File: config.mk
export PLATFORM = sky130hd
export DESIGN_NAME = tileRefill
export DESIGN_NICKNAME = d
export VERILOG_FILES = /design/src/fetchPkg.sv /design/src/memBusPkg.sv /design/src/tileRefill.sv
export SDC_FILE = /design/constraint.sdc
export NUM_CORES = 1
export LEC_CHECK = 0
export BUFFER_PORTS_ARGS = -buffer_cell sky130_fd_sc_hd__buf_2
export CAP_MARGIN = 10
export CORE_AREA = 3 3 147 149
export CTS_CLUSTER_DIAMETER = 150
export CTS_CLUSTER_SIZE = 8
export DETAILED_ROUTE_END_ITERATION = 10
export DIE_AREA = 0 0 150 152
export PLACE_DENSITY = 0.49
export SLEW_MARGIN = 20
export SYNTH_ARGS = -nofsm -noshare
export SYNTH_HDL_FRONTEND = slang
export SYNTH_SLANG_ARGS = --single-unit
File: constraint.sdc
create_clock -name clock -period 3.3 [get_ports clock]
set_clock_uncertainty 0.05 [all_clocks]
set_input_delay 0.495 -clock clock [delete_from_list [all_inputs] [get_ports clock]]
set_output_delay 0.495 -clock clock [all_outputs]
set_load 0.005 [all_outputs]
File: src/fetchPkg.sv
package fetchPkg;

	// direct-mapped geometry
	localparam int setCount = 64;
	localparam int setIndexWidth = 6;	// log2 of setCount
	localparam int tileAddrWidth = 28;	// pc with byte-in-tile bits dropped
	localparam int halfWidth = 64;	// even or odd half of a tile

	// tag payload, stored once per half
	typedef struct packed {
		logic valid;
		logic [tileAddrWidth-1:0] tile;
	} fetchTag;

	// data payload
	typedef logic [halfWidth-1:0] halfData;

	// instruction length decode
	localparam logic [2:0] longOpPrefix = 3'b111;	// top bits of a 32-bit op's first word
	localparam int stepWidth = 3;
	localparam logic [stepWidth-1:0] stepShort = 3'd1;	// in 16-bit words
	localparam logic [stepWidth-1:0] stepLong = 3'd2;

endpackage

File: src/memBusPkg.sv
package memBusPkg;

	// bus widths
	localparam int memDataWidth = 128;	// one whole tile per transfer
	localparam int memAddrWidth = 32;
	localparam int memOpmWidth = 5;
	localparam int memOkWidth = 2;

	// operation codes driven by the requester
	localparam logic [memOpmWidth-1:0] memOpmReady = 5'b00000;	// bus idle
	localparam logic [memOpmWidth-1:0] memOpmRdTile = 5'b01111;	// read one 128-bit tile

	// status codes driven by the memory, the cache reuses them for pcOk
	localparam logic [memOkWidth-1:0] memOkReady = 2'b00;	// idle, may accept a request
	localparam logic [memOkWidth-1:0] memOkOk = 2'b01;	// data valid this cycle
	localparam logic [memOkWidth-1:0] memOkHold = 2'b10;	// busy
	localparam logic [memOkWidth-1:0] memOkFault = 2'b11;	// bus error

endpackage
File: src/tileRefill.sv
`timescale 1ns/100ps

module tileRefill (
	input logic clock,
	input logic reset,
	input logic missEven,
	input logic missOdd,
	input logic [fetchPkg::tileAddrWidth-1:0] reqTileEven,
	input logic [fetchPkg::tileAddrWidth-1:0] reqTileOdd,
	input logic [memBusPkg::memDataWidth-1:0] memData,
	input logic [memBusPkg::memOkWidth-1:0] memOk,
	output logic [memBusPkg::memAddrWidth-1:0] memAddr,
	output logic [memBusPkg::memOpmWidth-1:0] memOpm,
	output logic fillValid,
	output logic [fetchPkg::tileAddrWidth-1:0] fillTile,
	output logic [memBusPkg::memDataWidth-1:0] fillData,
	output logic refillFault
);
	import memBusPkg::*;
	import fetchPkg::*;

	typedef enum logic [1:0] {
		idle,
		request,	// first cycle of RdTile
		drain,	// waiting out Hold
		waitReady	// Ready driven until the memory goes idle
	} refillState;

	refillState state;
	logic [tileAddrWidth-1:0] targetTile;
	logic responded;

	assign responded = (state == drain) && (memOk == memOkOk || memOk == memOkFault);

	always_ff @(posedge clock)
	begin
		if (reset)
			state <= idle;
		else
		begin
			case (state)
				idle:
				begin
					if ((missEven || missOdd) && memOk == memOkReady)
						state <= request;
				end
				request:
				begin
					state <= drain;
				end
				drain:
				begin
					if (responded)
						state <= waitReady;
				end
				default:
				begin
					if (memOk == memOkReady)
						state <= idle;
				end
			endcase
		end
	end

	// frozen once the request leaves idle, even half has priority
	always_ff @(posedge clock)
	begin
		if (state == idle)
			targetTile <= missEven ? reqTileEven : reqTileOdd;
	end

	assign memAddr = {targetTile, {(memAddrWidth - tileAddrWidth){1'b0}}};	// tile aligned

	// dropped to Ready in the response cycle itself
	assign memOpm = (state == request || (state == drain && !responded)) ?
		memOpmRdTile : memOpmReady;

	assign fillValid = (state == drain) && (memOk == memOkOk);
	assign refillFault = (state == drain) && (memOk == memOkFault);
	assign fillTile = targetTile;
	assign fillData = memData;

	// a new read starts only on an idle bus, never over a pending response
	requestOnIdleBus: assert property (
		@(posedge clock) disable iff (reset)
		(state == request) |-> (memOk == memOkReady)
	)
	else
		$error("tileRefill: RdTile raised while the memory was not Ready");

	// memory must give Ok for exactly one cycle
	fillSingleCycle: assert property (
		@(posedge clock) disable iff (reset) fillValid |=> (memOk != memOkOk)
	)
	else
		$error("tileRefill: memory held Ok longer than one cycle");

endmodule

==> results.toml, run 1 <==
[setup_path]
cp_data_arrival_time_ns = 1.33
crit_fanout = 7
r2r_slack_ns = 1.63
critPathLaunchType = "flop"
rr_startpoint = "state[1]"
end_kind = "output pin"
cp.required_ns = 2.75
regToRegEndpoint = "fillTile[22]"
crit_path_start = "state[0]"
endpoint = "memOpm[2]"
critPathKind = "flop to output pin"
rr_worst_depth = 3

[die]
rows = 52
dieHeight_um = 152
core_area_um2 = 20300
dieArea_um2 = 22800
initial_core_util_pct = 12.89
die_w_um = 150
pin_count = 385

[global_routing]
grt_max_degree = 30
antenna_found_initial = 0
grt_usage_pct = 6.271
grt_pass1_wl_um = 9991
grt_pass1_vias = 1421
grt-ovfl-total = 0

[synthesis]
synth_cell_types = 22
yosys.area_share.adder_pct = 1.434
synth_compound_area_share_pct = 2.008
synth_mux_area_share_pct = 12.43
synth.yosys.warnings = 0
synth_seq_cells = 30
synthSimpleGateAreaFrac_pct = 1.721
syn_area_per_cell_um2 = 10.60
synthCells = 247
synth_top_family_by_area = "buffers and inverters"
syn_area_um2 = 2618
synth_xor_area_share_pct = 0
ys_seq_area_share_pct = 33.65

[routing]
wire_per_inst_um = 15.95
drc = 0
drt_first_pass_iters = 4
vias = 1394
ant_nets = 0
avgViaCountPerCell = 2.868
wl_um = 7750
drt_iter0_markers = 22

[timing]
tightest_slew_ns = 0.6938
slew_headroom_pct = 53.75
fin_crit_sh_pct = 56.80
slew_viol_final = 0
min_period_ns = 1.874
rsz0062_at_grt = "false"
setup_viol = 0
max_clock_freq_mhz = 533.5
finalHoldViolCount = 0
setup_tns_ns = 0

[finish]
mostFrequentLayoutCells = "123 x buf_2, 28 x edfxtp_1, 23 x mux2_2"
final_common_cell = "buf_2"
final_cell_area_um2 = 2480
syn_to_final_growth_pct = -5.258
drive_above_1_share_pct = 73.15
antenna_cells = 0
nNetsFinal = 408

[clock_tree]
cts_setup_buffers = 0
cts_max_path_buffers = 2
clkSinkCount = 30
cts_resized = 0
ctsRootBufferMaster = "clkbuf_16"
path_clk_slew_ns = 0.05
insertion_delay_ns = 0.27
h-tree-depth = 2
cts_tree = "built"
cts_hold_buf = 0
cts_buffers = 5

[placed_design]
postPlaceCellArea_um2 = 2332
place_congestion = 0.6605
dpl.hpwl_um = 6786
portBuffers = 123

[status]
status = "finished clean"

[power]
leakage_nw = 1.065
peakVddDrop_mv = 0.1429
powerDensity_nw_per_um2 = 680.1

[worst_hold_path]
hold_class = "input port to flop"

[run]
maxCapViolCount = 0
## Yosys cell counts
library cell,number,area (um2)
nor2_2,1,6.260
buf_4,165,1239
inv_1,3,11.26
conb_1,1,3.750
a21oi_1,1,5.000
buf_6,2,22.52
nor2_1,1,3.750
mux2i_1,1,10.01
and3_2,1,7.510
nor3_1,1,5.000
nand2b_1,3,18.77
o21ai_2,1,8.760
edfxtp_1,28,840.8
o32ai_1,1,8.760
ha_1,3,37.54
dfxtp_1,2,40.04
nand2_1,1,3.750
mux2_1,5,56.30
mux2_2,23,259.0
a221oi_2,1,15.01
a21o_1,1,7.510
o21a_1,1,7.510
## layout make-up
class	instances	area, um2
fillers	2325	17820
flip-flops and latches	30	880.8
repair buffers	124	623.1
multi-input cells	51	479.2
well taps	270	337.8
clock buffers	7	142.6
inverters	3	11.26
clock inverters	1	5.005
## logic make-up after synthesis
| kind of cell | Yosys count |
|---|---|
| other | 1 |
| multiplexers | 29 |
| buffers and inverters | 170 |
| AND/OR/NAND/NOR | 8 |
| flip-flops | 30 |
| adder cells (fa/ha/maj) | 3 |
| AO/OA/AOI/OAI | 6 |
## worst max-delay path, stage by stage (launching register included)
cell and delay (ns):
dfxtp_1 0.35, inv_1 0.07, ha_1 0.29, a21o_1 0.22, buf_2 0.13
## worst min path at each step
stage                     to  startpoint  cells after the start  slack, ns
finish              state[0]       reset                      2       0.41
global route        state[0]       reset                      2       0.41
CTS                 state[0]       reset                      2       0.40
detailed placement  state[0]    state[0]                      2       0.44
global placement    state[1]    state[1]                      2       0.43
floorplan           state[1]    state[1]                      2       0.41
## power by group
part	switching, W	internal, W	total (W)
sequential	0.0000713	0.000607	0.000678
combinational	0.000289	0.000264	0.000553
clock	0.000157	0.000298	0.000455
## state kept, by name (all words and copies together), names as in the netlist
signal    flops
fillTile     28
state         2
## per-stage QoR
| step | power [W] | instances | hold slack (ns) | setup slack (ns) | util (%) |
|---|---|---|---|---|---|
| 2_1_floorplan | 0.001203 | 251 | 0.4147 | 1.635 | - |
| 3_3_place_gp | 0.001259 | 478 | 0.4334 | 1.467 | 11.49 |
| 3_5_place_dp | 0.001263 | 478 | 0.4420 | 1.379 | 11.49 |
| 4_1_cts | 0.001735 | 486 | 0.3972 | 1.406 | 12.22 |
| 5_1_grt | 0.001819 | 486 | 0.4116 | 1.324 | 12.22 |
| 6_report | 0.001687 | 486 | 0.4076 | 1.426 | 12.22 |
## metal layers
layer	vias to the layer above	share of wire, %	global-route usage (%)
li1	572	-	-
met5	-	0	0
met2	173	57	12.66
met1	594	20	3.149
met3	55	17	4.051
met4	0	6.6	5.272
No activity file was read; power rests on OpenSTA's default activity.
==> run 2, diff against run 1 <==
- ABC_AREA: default -> 1
- CORE_AREA: 3 3 147 149 -> 3 3 150 152
- DIE_AREA: 0 0 150 152 -> 0 0 153 155
- PLACE_DENSITY: 0.49 -> 0.48
- clock period: 3.3 -> 1.77 ns (I/O delays scaled with it)
==> run 2 against run 1 <==
Sequential power increased by 110%; area after synthesis increased by 0.62%; synthesized cell count increased by 28%; utilization decreased by 0.34 points; via count increased by 20%; die area increased by 4.0%; largest power group unchanged.
==> results.toml, run 2 <==
[clock_tree]
clkSinkCount = 30
path_clk_slew_ns = 0.05
cts_hold_buf = 0
insertion_delay_ns = 0.27
cts_max_path_buffers = 2
cts_buffers = 5
ctsRootBufferMaster = "clkbuf_16"
cts_setup_buffers = 0
h-tree-depth = 2
cts_resized = 0
cts_tree = "built"

[synthesis]
synth_ff_type = "edfxtp_1"
synthCells = 316
yosysMostFrequentCell = "buf_4"
synth_xor_area_share_pct = 0
syn_area_per_cell_um2 = 8.335
synth.yosys.warnings = 0
ys_seq_area_share_pct = 33.44
async_reset_ff_share_pct = 0
synth_compound_area_share_pct = 0.1900
synthTopCellsByCount = "170 x buf_4, 93 x nand2_1, 28 x edfxtp_1"
synth_seq_cells = 30
synth.area.top_cells = "buf_4 48%, edfxtp_1 32%, nand2_1 13%"
synth_top_area_share_pct = 48.46
syn_area_um2 = 2634
synthSimpleGateAreaFrac_pct = 15.06
yosys.area.top_type = "buf_4"
synth_top_family_by_area = "buffers and inverters"
yosys.area_share.adder_pct = 1.425
synth_edf_count = 28
synth_mux_area_share_pct = 0
synth_cell_types = 14

[die]
dieArea_um2 = 23720
core_area_um2 = 21150
dieHeight_um = 155
rows = 53
initial_core_util_pct = 12.45
pin_count = 385
die_w_um = 153

[setup_path]
cp.required_ns = 1.45
slowest_delay_ns = 0.35
rr_worst_depth = 8
cp_data_arrival_time_ns = 1.28
crit_top_cell = "nand2_1"
critPathLaunchType = "flop"
crit_fanout = 4
slowest_stage = "dfxtp_1"
end_kind = "output pin"
critPathKind = "flop to output pin"
crit_path_cell_trace = "inv_1 > ha_1 > nand2_1 > nand2_1 > buf_2"

[global_routing]
grt_pass1_vias = 1662
grt-ovfl-total = 0
grt_usage_pct = 6.257
grt_pass1_wl_um = 10750
grt_max_degree = 29
antenna_found_initial = 0

[placed_design]
dpl.hpwl_um = 6931
postPlaceCellArea_um2 = 2377
portBuffers = 123
place_congestion = 0.7009
dp_slack_ns = 0.4263

[timing]
finalHoldViolCount = 0
setup_tns_ns = 0
fin_crit_sh_pct = 90.29
rsz0062_at_grt = "false"
worst_slack_ns = 0.1719
max_clock_freq_mhz = 625.7
setup_viol = 0
min_period_ns = 1.598
slew_viol_final = 0

[routing]
avgViaCountPerCell = 2.998
wire_per_inst_um = 14.48
drc = 0
ant_nets = 0
vias = 1676
wl_um = 8095
drt_iter0_markers = 66
drt_first_pass_iters = 4

[finish]
syn_to_final_growth_pct = -4.608
drive_above_1_share_pct = 48.24
multiInputGateArea_um2 = 460.4
antenna_cells = 0
final_util_pct = 11.88
final_cell_area_um2 = 2512
largest_register_ffs = 28
seq_area_um2 = 880.8
nNetsFinal = 477
final_common_cell = "buf_2"
mostFrequentLayoutCells = "123 x buf_2, 93 x nand2_1, 28 x edfxtp_1"
fillers = 2409

[worst_hold_path]
hold_path_depth = 2
hold_class = "input port to flop"

[power]
peakVddDrop_mv = 0.3105
leakage_nw = 1.256
powerDensity_nw_per_um2 = 1353

[run]
maxCapViolCount = 0

[status]
status = "finished clean"
## run 2: critical path: cells and delay by family, from the launching register on
kind / cells / cell delay (ns)
DFF: 1 / 0.35
adders and majority gates: 1 / 0.22
and+or+nand+nor: 2 / 0.23
buffers and inverters: 2 / 0.21
## run 2: path summary, 6_finish.rpt
| kind | from | slack, ns | to |
|---|---|---|---|
| worst max-delay path | state[0] | 0.17 | memOpm[3] |
| worst min-delay path | reset | 0.11 | state[0] |
| worst max register to register | state[0] | 0.46 | state[1] |
| worst min register to register | state[0] | 0.43 | state[0] |
## run 2: cell families after synthesis
group,after synthesis
buf+inv,179
simple gates,102
flops,30
fa+ha+maj,3
compound gates,1
other cells,1
## run 2: area by class of cell
cell class	instances	share of cell area, %
Clock buffer	5	4.980
Inverter	9	1.345
Sequential cell	30	35.06
Tap cell	275	13.70
Timing Repair Buffer	127	26.20
Clock inverter	2	0.3984
Multi-Input combinational cell	111	18.33
## run 2: per-stage QoR
stage / hold WS [ns] / cells / total power (W)
after CTS: 0.1116 / 559 / 0.003495
final: 0.1147 / 559 / 0.003400
after global routing: 0.1180 / 559 / 0.003636
after floorplan: 0.2846 / 320 / 0.002459
after detailed placement: 0.4040 / 552 / 0.002653
after global placement: 0.4049 / 552 / 0.002647
## run 2: routing by layer
metal	vias up	GRT usage [%]	wire, um
li1	733	-	-
met1	674	4.499	2073
met2	211	9.989	3706
met3	56	6.175	1789
met4	2	4.200	468
met5	-	1.656	57
## run 2: power by group
group | switching (W) | internal (W) | leakage, nW | total [W]
Clock | 0.000297 | 0.000507 | 0.0694 | 0.000803
Combinational | 0.000610 | 0.000596 | 0.884 | 0.00121
Sequential | 0.000187 | 0.00120 | 0.303 | 0.00139
