File: src/fetchPkg.sv
package fetchPkg;

	// direct-mapped geometry
	localparam int setCount = 64;
	localparam int setIndexWidth = 6;	// log2 of setCount
	localparam int tileAddrWidth = 28;	// pc with byte-in-tile bits dropped
	localparam int halfWidth = 64;	// even or odd half of a tile

	// tag payload, stored once per half
	typedef struct packed {
		logic valid;
		logic [tileAddrWidth-1:0] tile;
	} fetchTag;

	// data payload
	typedef logic [halfWidth-1:0] halfData;

	// instruction length decode
	localparam logic [2:0] longOpPrefix = 3'b111;	// top bits of a 32-bit op's first word
	localparam int stepWidth = 3;
	localparam logic [stepWidth-1:0] stepShort = 3'd1;	// in 16-bit words
	localparam logic [stepWidth-1:0] stepLong = 3'd2;

endpackage

File: src/memBusPkg.sv
package memBusPkg;

	// bus widths
	localparam int memDataWidth = 128;	// one whole tile per transfer
	localparam int memAddrWidth = 32;
	localparam int memOpmWidth = 5;
	localparam int memOkWidth = 2;

	// operation codes driven by the requester
	localparam logic [memOpmWidth-1:0] memOpmReady = 5'b00000;	// bus idle
	localparam logic [memOpmWidth-1:0] memOpmRdTile = 5'b01111;	// read one 128-bit tile

	// status codes driven by the memory, the cache reuses them for pcOk
	localparam logic [memOkWidth-1:0] memOkReady = 2'b00;	// idle, may accept a request
	localparam logic [memOkWidth-1:0] memOkOk = 2'b01;	// data valid this cycle
	localparam logic [memOkWidth-1:0] memOkHold = 2'b10;	// busy
	localparam logic [memOkWidth-1:0] memOkFault = 2'b11;	// bus error

endpackage
File: src/opLength.sv
`timescale 1ns/100ps

module opLength (
	input logic [memBusPkg::memAddrWidth-1:0] reqPc,
	input fetchPkg::halfData evenHalf,
	input fetchPkg::halfData oddHalf,
	output logic [63:0] pcVal,
	output logic [fetchPkg::stepWidth-1:0] pcStep
);
	import fetchPkg::*;

	logic [2*halfWidth-1:0] window;
	logic [15:0] firstWord;

	// bit 3 set means the odd half belongs to the lower tile
	always_comb
	begin
		if (reqPc[3])
			window = {evenHalf, oddHalf};
		else
			window = {oddHalf, evenHalf};
	end

	// four 16-bit words starting at the word index
	always_comb
	begin
		case (reqPc[2:1])
			2'd0:
			begin
				pcVal = window[63:0];
			end
			2'd1:
			begin
				pcVal = window[79:16];
			end
			2'd2:
			begin
				pcVal = window[95:32];
			end
			default:
			begin
				pcVal = window[111:48];
			end
		endcase
	end

	assign firstWord = pcVal[15:0];

	// only 16 and 32 bit ops, the prefix marks the long form
	always_comb
	begin
		if (firstWord[15:13] == longOpPrefix)
			pcStep = stepLong;
		else
			pcStep = stepShort;
	end

endmodule

File: config.mk
export PLATFORM = sky130hd
export DESIGN_NAME = opLength
export DESIGN_NICKNAME = d
export VERILOG_FILES = /design/src/fetchPkg.sv /design/src/memBusPkg.sv /design/src/opLength.sv
export SDC_FILE = /design/constraint.sdc
export NUM_CORES = 1
export LEC_CHECK = 0
export ABC_CLOCK_PERIOD_IN_PS = 2100
export BUFFER_PORTS_ARGS = -buffer_cell sky130_fd_sc_hd__buf_2
export CAP_MARGIN = 20
export CORE_MARGIN = 8
export CORE_UTILIZATION = 40
export DETAILED_ROUTE_END_ITERATION = 16
export PLACE_DENSITY_LB_ADDON = 0.05
export SLEW_MARGIN = 15
export SYNTH_ARGS = -nofsm -noshare
export SYNTH_HDL_FRONTEND = slang
export SYNTH_SLANG_ARGS = --single-unit
export TNS_END_PERCENT = 1
File: constraint.sdc
create_clock -name vclk -period 2.1
set_input_delay 0.315 -clock vclk [all_inputs]
set_output_delay 0.315 -clock vclk [all_outputs]
set_load 0.02 [all_outputs]
==> results of run 1 <==
## worst max-delay path, cell delays in order
cell and delay (ps):
buf_6 180, mux2_2 370, mux4_2 510, and3_1 200
buf_2 150
## stage by stage
step | utilization (%) | instance area (um^2) | power [uW] | cells | TNS (ps)
4_1_cts | 58.0 | 3940 | 1150 | 578 | 0
2_1_floorplan | - | 2820 | 750 | 299 | 0
3_3_place_gp | 58.0 | 3940 | 1130 | 578 | -0.0756
5_1_grt | 58.0 | 3940 | 1230 | 578 | 0
3_5_place_dp | 58.0 | 3940 | 1140 | 578 | -8.30
6_report | 58.0 | 3940 | 1140 | 578 | 0
## cell usage after synthesis
cell      count
buf_4         6
mux4_1        5
nand2_1     126
mux2i_1       6
buf_8         1
o21ai_0       3
conb_1        1
and3_1        1
nand3_1       1
buf_1         7
buf_2        12
clkbuf_1      5
nor2_1       33
buf_6         1
mux4_2       73
a21oi_1       3
mux2_4        1
mux2_2       13
inv_2         1
## layer usage
metal | up-vias | wire length (um) | GRT usage [%]
met3 | 2 | 769 | 4.43
met5 | - | 0 | 0
li1 | 1505 | - | -
met4 | 0 | 27 | 0.466
met1 | 1558 | 3860 | 21.2
met2 | 116 | 5100 | 34.5
## repair_timing
action,4_1_cts,5_1_grt
buffers inserted,0,0
hold buffers,0,0
endpoints found under the setup margin,1,0
gates resized for setup,1,0
## kinds of logic (layout without fill, tap and decap cells)
kind of cell / count (synthesis) / count (layout) / share of synthesized area [%]
other: 1 / 1 / 0.133
AO/OA/AOI/OAI: 6 / 6 / 1.06
multiplexers: 98 / 98 / 70.8
buffers and inverters: 33 / 216 / 6.39
AND/OR/NAND/NOR: 161 / 161 / 21.6
## power by group through the flow
stage	Combinational, uW	Sequential [uW]	Clock (uW)
2_1_floorplan	750	0	0
3_3_place_gp	1130	0	0
3_5_place_dp	1140	0	0
4_1_cts	1150	0	0
5_1_grt	1230	0	0
6_report	1140	0	0
## worst min-delay path by stage
stage | startpoint | endpoint | slack, ps | depth (start not counted)
after CTS | oddHalf[38] | pcVal[54] | 1190 | 5
after floorplan | evenHalf[14] | pcVal[14] | 1010 | 2
after global routing | oddHalf[55] | pcVal[23] | 1210 | 5
after global placement | oddHalf[4] | pcVal[52] | 1180 | 5
after detailed placement | oddHalf[38] | pcVal[54] | 1190 | 5
final | oddHalf[4] | pcVal[52] | 1190 | 5
## cell type report
| type | count | area, um^2 | area share [%] |
|---|---|---|---|
| multi-input cells | 266 | 2640 | 66.9 |
| repair buffers | 215 | 1180 | 29.9 |
| well taps | 96 | 120 | 3.05 |
| inverters | 1 | 3.75 | 0.0952 |
==> impl_metrics.json, run 1 <==
{
  "status": "complete, no violations",
  "yosys.area.top_type_share_pct": 58.3,
  "synth_warnings": 0,
  "ys_types": 19,
  "areaGrowthSynthToFinish_pct": 39.9,
  "placementRows": 30,
  "gp_congestion": 0.813,
  "worstSetupPathType": "input pin to primary output",
  "peakVddDrop_v": 0.000167,
  "clock_buffers": 0,
  "crit_path_end": "pcStep[1]",
  "grt_pass1_wl_um": 15400,
  "crit_fanout": 18,
  "design.seq.count": 0,
  "drv_slew": 0,
  "coreArea_um2": 6790,
  "syn_area_per_cell_um2": 9.43,
  "hpwlAfterDp_um": 8380,
  "wl_per_cell_um": 16.9,
  "syn_area_um2": 2820,
  "via_per_inst": 5.50,
  "fin_hold_ws_ps": 1190,
  "drtAntennaViolNets": 0,
  "regArea_um2": 0,
  "ios": 227,
  "synth_cells": 299,
  "end_kind": "primary output",
  "sw_frac_of_total_pct": 52.3,
  "die_area_um2": 9990,
  "hold_class": "input pin to primary output",
  "hold_viol": 0,
  "drive_above_1_share_pct": 62.9,
  "rsz0062_at_grt": "no",
  "layout_common_cells": "buf_2 (195), nand2_1 (126), mux4_2 (73)",
  "drv_cap": 0,
  "p_sw_uw": 595,
  "die_h_um": 100,
  "clkPwrFrac_pct": 0,
  "grt_overflow": 0,
  "start_kind": "input pin",
  "antenna_found_initial": 0,
  "fp.dieW_um": 100,
  "dp_slack_ps": -8.30,
  "drt-initial-drc-count": 90,
  "critPathLaunch": "reqPc[2]",
  "vias": 3181,
  "setup_ws_ps": 53.2,
  "dr.pass1.iters": 5,
  "port_buffers": 197,
  "period_needed_ps": 2050,
  "synth_area_leaders": "mux4_2 (58%), nand2_1 (17%), mux2_2 (5.2%), mux4_1 (4.7%), nor2_1 (4.4%)",
  "fillers": 615,
  "layout.nets": 644,
  "pwr_density_cell_nw_per_um2": 289,
  "initial_core_util_pct": 41.5,
  "synth_top_area_cell": "mux4_2",
  "critPathRequiredTime_ps": 1780,
  "cp.arrival_ps": 1730,
  "setup_viol": 0,
  "routed_wl_um": 9760,
  "post-route-period-util_pct": 97.5,
  "grt_max_degree": 47,
  "leakage_uw": 0.00195,
  "yosysSeqAreaShare_pct": 0,
  "p_seq_share_pct": 0,
  "final_common_cell": "buf_2",
  "drc": 0,
  "grt_usage_pct": 18.3,
  "antenna_cells": 0,
  "intPower_uw": 543,
  "power_frac_comb_pct": 100.0,
  "clock.fmax_ghz": 0.489,
  "grt_pass1_vias": 3262,
  "syn-num-nets": 459
}
No activity file was read; power rests on OpenSTA's default activity.
==> run 2: changes to the inputs <==
==> constraint.sdc (replaced) <==
create_clock -name vclk -period 2.1
set_input_delay 0.105 -clock vclk [all_inputs]
set_output_delay 0.105 -clock vclk [all_outputs]
set_load 0.02 [all_outputs]
==> impl_metrics.json, run 2 (synthesis gave the netlist of run 1 again) <==
{
  "grt.busiest_layer": "met2",
  "drc": 0,
  "end_kind": "primary output",
  "dpl.cell_count": 571,
  "hpwlAfterDp_um": 8140,
  "coreArea_um2": 6790,
  "critPathLaunch": "reqPc[2]",
  "grt_pass1_vias": 3243,
  "post-route-period-util_pct": 82.1,
  "status": "complete, no violations",
  "gp_congestion": 0.806,
  "grt_overflow": 0,
  "hold_class": "input pin to primary output",
  "critPathMaxStageDelay_ps": 500,
  "pwr_density_cell_nw_per_um2": 288,
  "initial_core_util_pct": 41.5,
  "post-route-util_pct": 57.0,
  "clock.fmax_ghz": 0.580,
  "antenna_cells": 0,
  "fillers": 645,
  "peakVddDrop_v": 0.000143,
  "drive_above_1_share_pct": 62.3,
  "regArea_um2": 0,
  "hold_start": "reqPc[1]",
  "drv_cap": 0,
  "die_area_um2": 9990,
  "die_h_um": 100,
  "grt_usage_pct": 17.9,
  "clock_buffers": 0,
  "cp.arrival_ps": 1620,
  "fin_tns_setup_ps": 0,
  "port_buffers": 197,
  "layout.nets": 637,
  "crit_chain": "buf_4 -> mux2_2 -> mux4_2 -> and3_1 -> buf_2",
  "crit_fanout": 21,
  "grt_max_degree": 49,
  "fin_cells": 571,
  "crit_path_top_delay_cell": "mux4_2",
  "drt-initial-drc-count": 84,
  "layout_common_cells": "buf_2 (195), nand2_1 (126), mux4_2 (73)",
  "drv_slew": 0,
  "final_common_cell": "buf_2",
  "rsz0062_at_grt": "no",
  "use_met2_pct": 33.5,
  "ctsResizeCount": 0,
  "postCtsSetupRepairBufs": 0,
  "setup_viol": 0,
  "leakage_uw": 0.00191,
  "drtAntennaViolNets": 0,
  "routed_wl_um": 9450,
  "setup_ws_ps": 375,
  "start_kind": "input pin",
  "cts_hold_buf": 0,
  "hold_viol": 0,
  "design.seq.count": 0,
  "dr.pass1.iters": 4,
  "via_per_inst": 5.43,
  "antenna_found_initial": 0,
  "wl_per_cell_um": 16.5,
  "fp.dieW_um": 100,
  "critPathRequiredTime_ps": 2000,
  "period_needed_ps": 1720,
  "grt_use_met3_pct": 4.57,
  "vias": 3098,
  "placementRows": 30,
  "grt_pass1_wl_um": 15200,
  "areaGrowthSynthToFinish_pct": 37.4,
  "total_power_uw": 1120,
  "dp_slack_ps": 373,
  "worstSetupPathType": "input pin to primary output",
  "grt_use_met1_pct": 20.5,
  "ios": 227
}
==> run 2: report_power, final <==
group | internal [uW] | switching [uW]
clock | 0 | 0
sequential | 0 | 0
combinational | 531 | 587
total | 531 | 587
==> run 2: worst paths after layout <==
path / end / depth (start not counted)
hold / removal: pcVal[45] / 4
setup / recovery: pcStep[1] / 5
==> run 2: per-layer routing <==
metal	vias up	part of all wire (%)
met1	1486	38
met4	0	0.80
met2	114	52
met3	6	9.0
li1	1492	-
met5	-	0
==> run 2: critical path: cells and delay by family <==
family | cells | cell delay (ps)
muxes | 2 | 890
and+or+nand+nor | 1 | 200
buffers and inverters | 2 | 420
==> run 2: metrics by stage <==
stage,instance area [um^2],hold WS [ps]
after floorplan,2820,592
after global placement,3870,623
after detailed placement,3870,629
after CTS,3870,630
after global routing,3870,652
final,3870,620
==> run 2: layout make-up <==
type                       instances  area (um^2)  area share, %
multi-input combinational        266         2640           68.1
tap                               96          120           3.10
inverter                           1         3.75         0.0969
timing repair buffer             208         1110           28.7
==> run 3: changes to the inputs <==
ABC_CLOCK_PERIOD_IN_PS = 1430   (was 2100)
CORE_UTILIZATION = 38   (was 40)
clock period = 1.43 ns   (was 2.1 ns; I/O delays follow)
==> impl_metrics.json, run 3 (synthesis gave the netlist of run 1 again) <==
{
  "drt-initial-drc-count": 113,
  "leakage_uw": 0.00209,
  "vias": 3239,
  "peakVddDrop_v": 0.000212,
  "worstSetupPathType": "input pin to primary output",
  "design.seq.count": 0,
  "grt_pass1_wl_um": 14600,
  "grt_pass1_vias": 3073,
  "grt_max_degree": 35,
  "routed_wl_um": 10200,
  "crit_chain": "buf_16 -> mux2_2 -> mux4_2 -> and3_4 -> buf_4",
  "start_kind": "input pin",
  "port_buffers": 197,
  "hold_class": "input pin to primary output",
  "drive_above_1_share_pct": 65.6,
  "final_common_cell": "buf_2",
  "status": "complete, no violations",
  "worst-path-buf-inv": 2,
  "layout_common_cells": "buf_2 (194), nand2_1 (126), mux4_2 (78)",
  "grt_usage_pct": 17.1,
  "drv_slew": 0,
  "via_per_inst": 5.43,
  "ios": 227,
  "drtAntennaViolNets": 0,
  "dr.pass1.iters": 4,
  "crit_path_top_delay_cell": "mux4_2",
  "coreArea_um2": 7210,
  "fp.dieW_um": 102,
  "antenna_cells": 0,
  "fin_area_um2": 4240,
  "end_kind": "primary output",
  "areaGrowthSynthToFinish_pct": 50.3,
  "wl_per_cell_um": 17.1,
  "grt_overflow": 0,
  "gp_congestion": 0.812,
  "antenna_found_initial": 0,
  "die_h_um": 102,
  "rsz0062_at_grt": "yes",
  "regArea_um2": 0,
  "pwr_density_cell_nw_per_um2": 421,
  "setup_viol": 0,
  "critPathRequiredTime_ps": 1360,
  "post-route-period-util_pct": 99.8,
  "period_needed_ps": 1430,
  "hpwlAfterDp_um": 8600,
  "dp_slack_ps": -146,
  "clock.fmax_ghz": 0.701,
  "crit_fanout": 8,
  "drv_cap": 0,
  "place_area_um2": 4090,
  "crit_family": "multiplexers",
  "die_area_um2": 10400,
  "cp.arrival_ps": 1360,
  "cts_hold_buf": 0,
  "setup_ws_ps": 3.06,
  "placementRows": 31,
  "clock_buffers": 0,
  "drc": 0,
  "initial_core_util_pct": 39.1,
  "hold_viol": 0,
  "critPathMaxStageDelay_ps": 480,
  "layout.nets": 659
}
[run 3: changes by cell type in the layout (fill, tap and decap cells not counted), sizes merged]
cell	previous run	this run
buf	208	227
clkbuf	0	3
[run 3: routing by layer]
| layer | up-vias | track usage (%) | share of wire (%) |
|---|---|---|---|
| met5 | - | 0 | 0 |
| met2 | 142 | 30.9 | 50 |
| met1 | 1558 | 22.0 | 40 |
| met3 | 6 | 2.45 | 9.2 |
| met4 | 0 | 0.451 | 0.69 |
| li1 | 1533 | - | - |
[run 3: repair_timing]
action                                  4_1_cts  5_1_grt
endpoints found under the setup margin       54       46
resized for setup                             5       19
hold endpoints to repair                      0        0
setup buffers                                 0        2
gates cloned                                  0        3
[run 3: area by class of cell]
| class | count | area, um^2 |
|---|---|---|
| repair buffers | 230 | 1460 |
| fillers | 694 | 2980 |
| multi-input cells | 266 | 2650 |
| inverters | 1 | 3.75 |
| well taps | 99 | 124 |
[run 3: final timing paths]
path / endpoint / slack, ps / cells past startpoint / startpoint
setup / recovery: pcStep[1] / 3 / 5 / reqPc[2]
hold / removal: pcVal[56] / 700 / 5 / oddHalf[40]
[run 3: per-stage QoR]
| stage | util [%] | total power [uW] | hold WS (ps) | instances | TNS [ps] |
|---|---|---|---|---|---|
| global route | 58.7 | 1920 | 734 | 596 | -107 |
| finish | 58.7 | 1790 | 701 | 596 | 0 |
| CTS | 56.9 | 1740 | 708 | 591 | -34.4 |
| detailed placement | 56.6 | 1730 | 706 | 591 | -3650 |
| floorplan | - | 1100 | 527 | 299 | -12.7 |
| global placement | 56.6 | 1710 | 703 | 591 | -2690 |
[run 3: power by group]
part	leakage [uW]	switching (uW)	internal [uW]
Combinational	0.00209	902	884
Sequential	0	0	0
Clock	0	0	0
